### src/logic/rssi_config.svh
`ifndef RSSI_CONFIG_SVH
`define RSSI_CONFIG_SVH

// sample stream
`define RSSI_SAMPLE_BW      16  // width of each of i and q
`define RSSI_N_USRS         4   // interleaved users on the stream
`define RSSI_USR_ID_BW      2   // user tag width

// measurement path
`define RSSI_ACC_BITS       40  // per-user power accumulator
`define RSSI_MULT_LATENCY   3   // squarer pipeline depth

// host register map, words 4..7 hold the per-user rssi
`define RSSI_ADDR_CTRL      0
`define RSSI_ADDR_PERIOD    1
`define RSSI_ADDR_STATUS    2
`define RSSI_ADDR_VALUE0    4

`endif

### src/logic/rssi_pkg.sv
`default_nettype none
`include "rssi_config.svh"

package rssi_pkg;

   // one signed i or q component of a baseband sample
   typedef logic signed [`RSSI_SAMPLE_BW-1:0] sample_t;

   // user tag carried alongside each sample
   typedef logic [`RSSI_USR_ID_BW-1:0] usr_id_t;

   // i^2 + q^2, one bit wider than a single square
   typedef logic [2*`RSSI_SAMPLE_BW:0] power_t;

   // running power sum of one user
   typedef logic [`RSSI_ACC_BITS-1:0] acc_t;

   // host register word, also the captured rssi word
   typedef logic [31:0] reg_word_t;

endpackage

`default_nettype wire

### src/logic/iq_square_mult.sv
`default_nettype none
`timescale 1ns/1ps
`include "rssi_config.svh"

module iq_square_mult (
   input  wire                             clk,
   input  wire                             clk_en,
   input  wire  [`RSSI_SAMPLE_BW-1:0]      a,
   output logic [2*`RSSI_SAMPLE_BW-1:0]    p
);

   localparam int W  = `RSSI_SAMPLE_BW;
   localparam int H  = W / 2;
   localparam int PW = 2 * W;

   logic [W-1:0] a_q;   // operand register
   logic [W-1:0] hh;    // hi * hi
   logic [W-1:0] hl;    // hi * lo, counted twice in the square
   logic [W-1:0] ll;    // lo * lo

   always_ff @(posedge clk) begin
      if (clk_en) begin
         a_q <= a;
      end
   end

   // split the square into half-width partial products
   always_ff @(posedge clk) begin
      if (clk_en) begin
         hh <= a_q[W-1:H] * a_q[W-1:H];
         hl <= a_q[W-1:H] * a_q[H-1:0];
         ll <= a_q[H-1:0] * a_q[H-1:0];
      end
   end

   // (h*2^H + l)^2 = hh*2^2H + 2*hl*2^H + ll
   always_ff @(posedge clk) begin
      if (clk_en) begin
         p <= {hh, {W{1'b0}}} + (PW'(hl) << (H + 1)) + PW'(ll);
      end
   end

   // result only comes out right when the last three cycles all advanced
   property p_square_latency;
      @(posedge clk)
         ($past(clk_en, 1) && $past(clk_en, 2) && $past(clk_en, 3))
         |-> (p == PW'($past(a, `RSSI_MULT_LATENCY)) * PW'($past(a, `RSSI_MULT_LATENCY)));
   endproperty

   a_square_latency : assert property (p_square_latency)
      else $error("squarer output is not the square of its operand");

endmodule

`default_nettype wire

### src/logic/iq_rssi_accum.sv
`default_nettype none
`timescale 1ns/1ps
`include "rssi_config.svh"

module iq_rssi_accum (
   input  wire                                      clk,
   input  wire                                      clk_en,
   input  wire                                      resetn,
   input  wire                                      tvalid,
   input  wire  [2*`RSSI_SAMPLE_BW-1:0]             tdata,
   input  wire  rssi_pkg::usr_id_t                  tusr,
   input  wire                                      capture_req,
   output logic                                     rssi_updated,
   output rssi_pkg::reg_word_t [`RSSI_N_USRS-1:0]   rssi_value
);

   localparam int W     = `RSSI_SAMPLE_BW;
   localparam int N     = `RSSI_N_USRS;
   localparam int ACC_W = `RSSI_ACC_BITS;
   localparam int LAT   = `RSSI_MULT_LATENCY + 2;   // input reg + squarer + sum reg
   localparam int RW    = $bits(rssi_pkg::reg_word_t);

   rssi_pkg::sample_t                in_i;
   rssi_pkg::sample_t                in_q;
   logic [W-1:0]                     i_mag;
   logic [W-1:0]                     q_mag;
   logic [2*W-1:0]                   i_sq;
   logic [2*W-1:0]                   q_sq;
   rssi_pkg::power_t                 iq_sum;
   logic [LAT-1:0]                   vld_dly;
   rssi_pkg::usr_id_t [LAT-1:0]      usr_dly;
   rssi_pkg::acc_t [N-1:0]           acc;
   logic                             cap_q;
   logic                             cap_load;
   logic                             cap_load_d;

   // |s| with the most negative code clipped to full scale
   function automatic logic [W-1:0] sat_abs(input rssi_pkg::sample_t s);
      if (s == {1'b1, {(W-1){1'b0}}}) begin
         return {1'b0, {(W-1){1'b1}}};
      end else if (s[W-1]) begin
         return W'(-s);
      end else begin
         return W'(s);
      end
   endfunction

   always_ff @(posedge clk) begin
      if (clk_en) begin
         in_i <= tdata[W-1:0];     // i in the lower half
         in_q <= tdata[2*W-1:W];   // q in the upper half
      end
   end

   assign i_mag = sat_abs(in_i);
   assign q_mag = sat_abs(in_q);

   iq_square_mult u_i_square (
      .clk    (clk),
      .clk_en (clk_en),
      .a      (i_mag),
      .p      (i_sq)
   );

   iq_square_mult u_q_square (
      .clk    (clk),
      .clk_en (clk_en),
      .a      (q_mag),
      .p      (q_sq)
   );

   always_ff @(posedge clk) begin
      if (clk_en) begin
         iq_sum <= rssi_pkg::power_t'(i_sq) + rssi_pkg::power_t'(q_sq);
      end
   end

   // valid and tag ride alongside the datapath
   always_ff @(posedge clk) begin
      if (!resetn) begin
         vld_dly <= '0;
         usr_dly <= '0;
      end else if (clk_en) begin
         vld_dly <= {vld_dly[LAT-2:0], tvalid};
         usr_dly <= {usr_dly[LAT-2:0], tusr};
      end
   end

   // rising edge of the request, one capture per pulse
   assign cap_load = capture_req & ~cap_q;

   always_ff @(posedge clk) begin
      if (!resetn) begin
         cap_q        <= 1'b0;
         cap_load_d   <= 1'b0;
         rssi_updated <= 1'b0;
      end else if (clk_en) begin
         cap_q        <= capture_req;
         cap_load_d   <= cap_load;
         rssi_updated <= cap_load_d;   // words already stable by now
      end
   end

   always_ff @(posedge clk) begin
      if (!resetn) begin
         for (int u = 0; u < N; u++) begin
            acc[u]        <= '0;
            rssi_value[u] <= '0;
         end
      end else if (clk_en) begin
         for (int u = 0; u < N; u++) begin
            if (cap_load) begin
               rssi_value[u] <= acc[u][ACC_W-1 -: RW];   // drop the low 8 bits
               acc[u]        <= '0;                      // clear wins over a landing sample
            end else if (vld_dly[LAT-1] && (usr_dly[LAT-1] == rssi_pkg::usr_id_t'(u))) begin
               acc[u] <= acc[u] + rssi_pkg::acc_t'(iq_sum);
            end
         end
      end
   end

   // an update must trace back to a request from the register block,
   // judged when the cycle before the update also advanced
   property p_update_after_capture;
      @(posedge clk) disable iff (!resetn)
         ($rose(rssi_updated) && $past(clk_en, 2))
         |-> $past(capture_req, 2);
   endproperty

   a_update_after_capture : assert property (p_update_after_capture)
      else $error("rssi_updated raised without a preceding capture_req");

endmodule

`default_nettype wire

### src/logic/rssi_period_regs.sv
`default_nettype none
`timescale 1ns/1ps
`include "rssi_config.svh"

module rssi_period_regs (
   input  wire                                      clk,
   input  wire                                      clk_en,
   input  wire                                      resetn,
   input  wire                                      req,
   input  wire  [3:0]                               addr,
   input  wire                                      we,
   input  wire  rssi_pkg::reg_word_t                wdata,
   input  wire  rssi_pkg::reg_word_t [`RSSI_N_USRS-1:0] rssi_value,
   input  wire                                      rssi_updated,
   output logic                                     ack,
   output rssi_pkg::reg_word_t                      rdata,
   output logic                                     capture_req
);

   localparam logic [3:0] A_CTRL   = 4'(`RSSI_ADDR_CTRL);
   localparam logic [3:0] A_PERIOD = 4'(`RSSI_ADDR_PERIOD);
   localparam logic [3:0] A_STATUS = 4'(`RSSI_ADDR_STATUS);
   localparam int         VALUE0   = `RSSI_ADDR_VALUE0;
   localparam int         N        = `RSSI_N_USRS;

   logic                  req_q;
   logic                  access;
   logic                  manual_cap;
   logic                  rd_status;
   logic                  value_sel;
   rssi_pkg::usr_id_t     usr_idx;
   rssi_pkg::reg_word_t   rd_mux;
   logic                  timer_en;
   rssi_pkg::reg_word_t   period;
   rssi_pkg::reg_word_t   timer_cnt;
   logic                  timer_hit;
   logic                  status_updated;

   // access one cycle after req is seen, once per handshake
   assign access     = req & req_q & ~ack;
   assign manual_cap = access & we & (addr == A_CTRL) & wdata[1];
   assign rd_status  = access & ~we & (addr == A_STATUS);

   assign value_sel = (int'(addr) >= VALUE0) && (int'(addr) < VALUE0 + N);
   assign usr_idx   = rssi_pkg::usr_id_t'(int'(addr) - VALUE0);

   always_comb begin
      rd_mux = '0;
      if (value_sel) begin
         rd_mux = rssi_value[usr_idx];
      end else begin
         case (addr)
            A_CTRL:   rd_mux[0] = timer_en;         // manual bit reads zero
            A_PERIOD: rd_mux    = period;
            A_STATUS: rd_mux[0] = status_updated;
            default:  rd_mux    = '0;
         endcase
      end
   end

   // four-phase host port
   always_ff @(posedge clk) begin
      if (!resetn) begin
         req_q <= 1'b0;
         ack   <= 1'b0;
         rdata <= '0;
      end else if (clk_en) begin
         req_q <= req;
         if (access) begin
            ack   <= 1'b1;
            rdata <= rd_mux;
         end else if (ack && !req_q) begin
            ack <= 1'b0;   // one cycle after req dropped
         end
      end
   end

   always_ff @(posedge clk) begin
      if (!resetn) begin
         timer_en <= 1'b0;
         period   <= '0;
      end else if (clk_en && access && we) begin
         case (addr)
            A_CTRL:   timer_en <= wdata[0];
            A_PERIOD: period   <= wdata;
            default:  ;   // status and rssi words are read only
         endcase
      end
   end

   // period of 0 holds the timer
   assign timer_hit = timer_en && (period != '0) && (timer_cnt >= period);

   always_ff @(posedge clk) begin
      if (!resetn) begin
         timer_cnt   <= '0;
         capture_req <= 1'b0;
      end else if (clk_en) begin
         capture_req <= manual_cap | timer_hit;
         if (!timer_en || (period == '0) || timer_hit) begin
            timer_cnt <= '0;
         end else begin
            timer_cnt <= timer_cnt + 1'b1;
         end
      end
   end

   // sticky updated flag, a new update beats a clearing read
   always_ff @(posedge clk) begin
      if (!resetn) begin
         status_updated <= 1'b0;
      end else if (clk_en) begin
         if (rssi_updated) begin
            status_updated <= 1'b1;
         end else if (rd_status) begin
            status_updated <= 1'b0;
         end
      end
   end

   a_ack_needs_req : assert property (@(posedge clk) disable iff (!resetn)
      $rose(ack) |-> (req && $past(req) && $past(req, 2)))
      else $error("ack raised without a held host request");

   a_ack_after_req_drop : assert property (@(posedge clk) disable iff (!resetn)
      $fell(ack) |-> !req)
      else $error("ack dropped while the host still holds req");

endmodule

`default_nettype wire

### src/logic/iq_rssi_top.sv
`default_nettype none
`timescale 1ns/1ps
`include "rssi_config.svh"

module iq_rssi_top (
   input  wire                              clk,
   input  wire                              clk_en,
   input  wire                              resetn,

   // interleaved sample stream, no back-pressure
   input  wire                              tvalid,
   input  wire  [2*`RSSI_SAMPLE_BW-1:0]     tdata,
   input  wire  rssi_pkg::usr_id_t          tusr,

   // host register port
   input  wire                              req,
   input  wire  [3:0]                       addr,
   input  wire                              we,
   input  wire  rssi_pkg::reg_word_t        wdata,
   output logic                             ack,
   output rssi_pkg::reg_word_t              rdata,

   output logic                             rssi_updated
);

   logic                                    capture_req;   // regs to engine
   rssi_pkg::reg_word_t [`RSSI_N_USRS-1:0]  rssi_value;    // engine to regs

   rssi_period_regs u_regs (
      .clk          (clk),
      .clk_en       (clk_en),
      .resetn       (resetn),
      .req          (req),
      .addr         (addr),
      .we           (we),
      .wdata        (wdata),
      .rssi_value   (rssi_value),
      .rssi_updated (rssi_updated),
      .ack          (ack),
      .rdata        (rdata),
      .capture_req  (capture_req)
   );

   iq_rssi_accum u_accum (
      .clk          (clk),
      .clk_en       (clk_en),
      .resetn       (resetn),
      .tvalid       (tvalid),
      .tdata        (tdata),
      .tusr         (tusr),
      .capture_req  (capture_req),
      .rssi_updated (rssi_updated),
      .rssi_value   (rssi_value)
   );

endmodule

`default_nettype wire

### config.mk
export PLATFORM = sky130hd
export DESIGN_NAME = iq_rssi_top
export DESIGN_NICKNAME = d
export VERILOG_FILES = /design/src/logic/rssi_pkg.sv /design/src/logic/iq_square_mult.sv /design/src/logic/iq_rssi_accum.sv /design/src/logic/rssi_period_regs.sv /design/src/logic/iq_rssi_top.sv
export VERILOG_INCLUDE_DIRS = /design/src /design/src/logic
export SDC_FILE = /design/constraint.sdc
export NUM_CORES = 2
export LEC_CHECK = 0
export BUFFER_PORTS_ARGS = -buffer_cell sky130_fd_sc_hd__buf_2
export CORE_MARGIN = 2
export CORE_UTILIZATION = 35
export DETAILED_ROUTE_END_ITERATION = 8
export RECOVER_POWER = 25
export SYNTH_ARGS = -nofsm -noshare
export SYNTH_HDL_FRONTEND = slang
export SYNTH_HIERARCHICAL = 1
export SYNTH_SLANG_ARGS = --single-unit
### constraint.sdc
create_clock -name clk -period 5.2 [get_ports clk]
set_input_delay 0.26 -clock clk [delete_from_list [all_inputs] [get_ports clk]]
set_output_delay 0.26 -clock clk [all_outputs]
set_load 0.01 [all_outputs]
==> summary.txt <==
Yosys
  – Cells after Synth: 4964
  – Cell area after synthesis: 0.0461 sq mm
  – Synth top cells by count: nand2_1, ha_1, dfxtp_1, inv_1, a21oi_1
  – Number of synthesized register bits: 658
  – Register area share after synthesis: between 30 and 40%
  – Most numerous cell in the Yosys netlist: nand2_1
  – Syn_nets: 5640
  – Top cells by area, synth: dfxtp_1, edfxtp_1, ha_1
  – Ys async rst share: 0%
  – Cell taking the most area after synthesis: dfxtp_1
  – EDFF count, synth: 251
  – Ys flop type: dfxtp_1
  – Count of yosys warnings during synthesis: 6
  – Top cell type's share of synthesized area: approximately 18%
  – Syn avg cell area: 9.28 sq um
  – Synth unique cells: between 100 and 150

Timing
  – Setup TNS: 0 ps
  – Worst-margin pin slew: 3220 ps
  – Final setup fails: 0
  – RSZ-0062 raised after global routing: false
  – Clk_skew: 38.9 ps
  – Hold Violations, Final: 0
  – Max Slew Vio Count: between 200 and 250
  – Rel. slew slack: -115%
  – Fin crit share: about nine tenths
  – Tmin final: 4750 ps
  – Fmax: 210 MHz

Layout
  – Ant. Diodes: 0
  – Fin nets: approximately 5700
  – Share of post-route cells with drive strength above 1: 7.08%
  – Multi-input logic area: 0.0283 sq mm
  – FF/Latch Area: 0.0157 sq mm
  – Area Growth Syn to Fin: 12.2%
  – FILL cells: 13000
  – Post-Layout Cell Count: about 7000

Place
  – Post-DP HPWL: 85.1 mm
  – Final Wtd Congestion: just over 0.9
  – DP Cell Count: between 6000 and 7000
  – Port bufs: 109

Floorplanning
  – Initial core utilization: 35.1%
  – Die Wd: about 370 microns
  – Die height: ~370 microns
  – Core ar.: 0.131 sq mm
  – DIE AREA: 0.135 sq mm
  – # rows: 133
  – IO Count: 110

Detailed routing
  – Final WL: 114 mm
  – Vias: 35300
  – Pre-Repair DR Iteration Count: 5
  – Drt initial violations: between 2000 and 2500
  – Antenna viol nets, final: 0
  – DR DRC count: 0
  – DR WL/cell: 16.5 microns
  – Via density: 5.14

Clocking
  – Clock slew at reported path FFs: 60 ps
  – CTS resizes: 0
  – H-tree depth: 3
  – Cts bufs inserted: 78
  – Setup bufs post-CTS: 0
  – CTS Buffer Depth: 3
  – CTS root buf: clkbuf_16
  – CTS sink count: approximately 660
  – Insertion delay to the later sink of the worst-skew pair: 700 ps
  – CTS tree: done
  – Post-CTS Hold Fix Bufs: 69

Pwr
  – Maximum vdd ir drop: 0.318 mV
  – Pwr/cell area: 466 mW/mm^2
  – Leakage: between 20 and 25 nW

Outcome
  – Status: finished, violations left
  – Violated checks: capacitance limit, slew limit

GRT
  – Met1 usage: 22.1%
  – Antenna violations before repair: 0
  – Largest net degree at the start of global routing: 93
  – Vias in the first global route: 34700
  – GRT Max-Usage Layer: met2
  – GR Util met3: 2.07%
  – Grt ovf: 0
  – Met2 Use GR: 28.5%
  – First-pass GRT wire length: ~180 mm
  – GRT Total Usage: 16.7%

Worst setup path
  – Crit Path Max Fanout: 17
  – CP Launch Type: flip-flop
  – Cell depth of the worst flop-to-flop path: 14
  – FF-to-FF End: u_accum/u_i_square/hl[15]
  – Setup CP Type: reg2reg
  – CP Data Arrival Time: 5160 ps
  – Worst r2r src: u_accum/u_i_square/a_q[4]
  – Required time of the critical path: 5610 ps
  – Reg2Reg Setup Slack: 450 ps
  – Crit path capture type: flip-flop

Worst hold path
  – Hold path endpoint: u_accum/u_q_square/a_q[12]
  – Min-delay worst type: in2reg
  – Worst hold start: clk_en
  – Hold depth: 1

Flow run
  – Max-Cap Viols: 5
## per-layer routing
layer / routed length (microns) / up-vias
met4: 3110 / 0
li1: - / 17600
met1: 52700 / 16900
met5: 0 / -
met3: 4080 / 167
met2: 53800 / 685
## registers in the layout, summed over array words and instances (netlist names), 15 cells and up
| signal | cells |
|---|---|
| u_accum/u_i_square/p | 31 |
| u_regs/rdata | 32 |
| u_accum/u_i_square/a_q | 16 |
| u_accum/u_q_square/p | 31 |
| u_accum/u_i_square/hl | 16 |
| u_accum/u_q_square/hh | 15 |
| u_regs/period | 32 |
| u_accum/in_i | 16 |
| u_accum/u_q_square/ll | 15 |
| u_accum/iq_sum | 33 |
| u_accum/in_q | 16 |
| u_accum/u_q_square/a_q | 16 |
| u_accum/u_i_square/hh | 15 |
| u_accum/u_q_square/hl | 16 |
| u_accum/u_i_square/ll | 15 |
| u_regs/timer_cnt | 32 |
| u_accum/rssi_value | 128 |
| u_accum/acc | 160 |
## cell usage in the layout, fill, tap and decap left out, drive strengths merged, types with 39 or more instances in the layout
cell type / instances
buf: 144
and2: 189
nand4: 54
a22oi: 79
and3: 39
nand2: 672
xor2: 132
clkbuf: 112
nor2b: 109
a211oi: 67
inv: 347
a21boi: 146
xnor2: 182
dfxtp: 407
fa: 179
nor3: 48
a21oi: 295
o21ai: 227
edfxtp: 251
nor2: 256
ha: 421
dlygate4sd3: 69
nand3: 67
a21o: 125
## final cells by class
class / count / area share (%)
inverters: 345 / 2.51
flip-flops and latches: 658 / 30.3
well taps: 1755 / 4.25
clock inverters: 34 / 0.862
repair buffers: 221 / 3.01
multi-input cells: 3762 / 54.8
clock buffers: 104 / 4.20
## logic make-up (layout without fill, tap and decap cells)
| logic type | Yosys count | in the layout | synth area share (%) |
|---|---|---|---|
| compound gates | 1201 | 1201 | 17.6 |
| xor+xnor | 314 | 314 | 5.97 |
| fa+ha+maj | 600 | 600 | 19.2 |
| buf+inv | 544 | 704 | 4.53 |
| flops | 658 | 658 | 34.0 |
| mux | 58 | 58 | 2.13 |
| other cells | 2 | 2 | 0.0163 |
| simple gates | 1587 | 1587 | 16.5 |
## through the flow
| step | utilization [%] | total power [W] | instance area, sq um | setup WS, ps | hold WS (ps) |
|---|---|---|---|---|---|
| after global routing | 39.4 | 0.0260 | 51700 | 82.8 | 50.8 |
| after global placement | 36.9 | 0.0184 | 48400 | 534 | 402 |
| after CTS | 39.4 | 0.0243 | 51700 | 445 | 20.1 |
| after floorplan | - | 0.0159 | 46100 | 726 | 359 |
| after detailed placement | 36.9 | 0.0185 | 48400 | 452 | 405 |
| final | 39.4 | 0.0241 | 51700 | 447 | 48.5 |
## worst max path at each step
stage | startpoint | to | slack (ps) | cells past startpoint
floorplan | u_accum/u_i_square/a_q[7] | u_accum/u_i_square/ll[15] | 730 | 16
global placement | u_accum/u_i_square/a_q[4] | u_accum/u_i_square/ll[15] | 530 | 15
detailed placement | u_accum/u_i_square/a_q[4] | u_accum/u_i_square/hl[15] | 450 | 14
CTS | u_accum/u_i_square/a_q[4] | u_accum/u_i_square/hl[15] | 450 | 14
global route | u_accum/u_q_square/a_q[8] | u_accum/u_q_square/hl[15] | 80 | 15
finish | u_accum/u_i_square/a_q[4] | u_accum/u_i_square/hl[15] | 450 | 14
## power by group
part / internal (W) / total (W) / switching [W]
clock network: 0.00326 / 0.00555 / 0.00230
logic: 0.00473 / 0.0111 / 0.00639
registers: 0.00668 / 0.00743 / 0.000750
## worst max-delay path: stages, from the launching register on
cell and delay (ps):
edfxtp_1 640, and2_1 300, fa_1 450, fa_1 550, inv_1 50, fa_1 460
fa_1 540, inv_1 40, ha_1 320, o21ai_0 330, a21oi_1 120, nand2b_1 170
a21oi_1 220, o21ai_0 150, xnor2_1 150
Power figures use the tool's default switching activity.
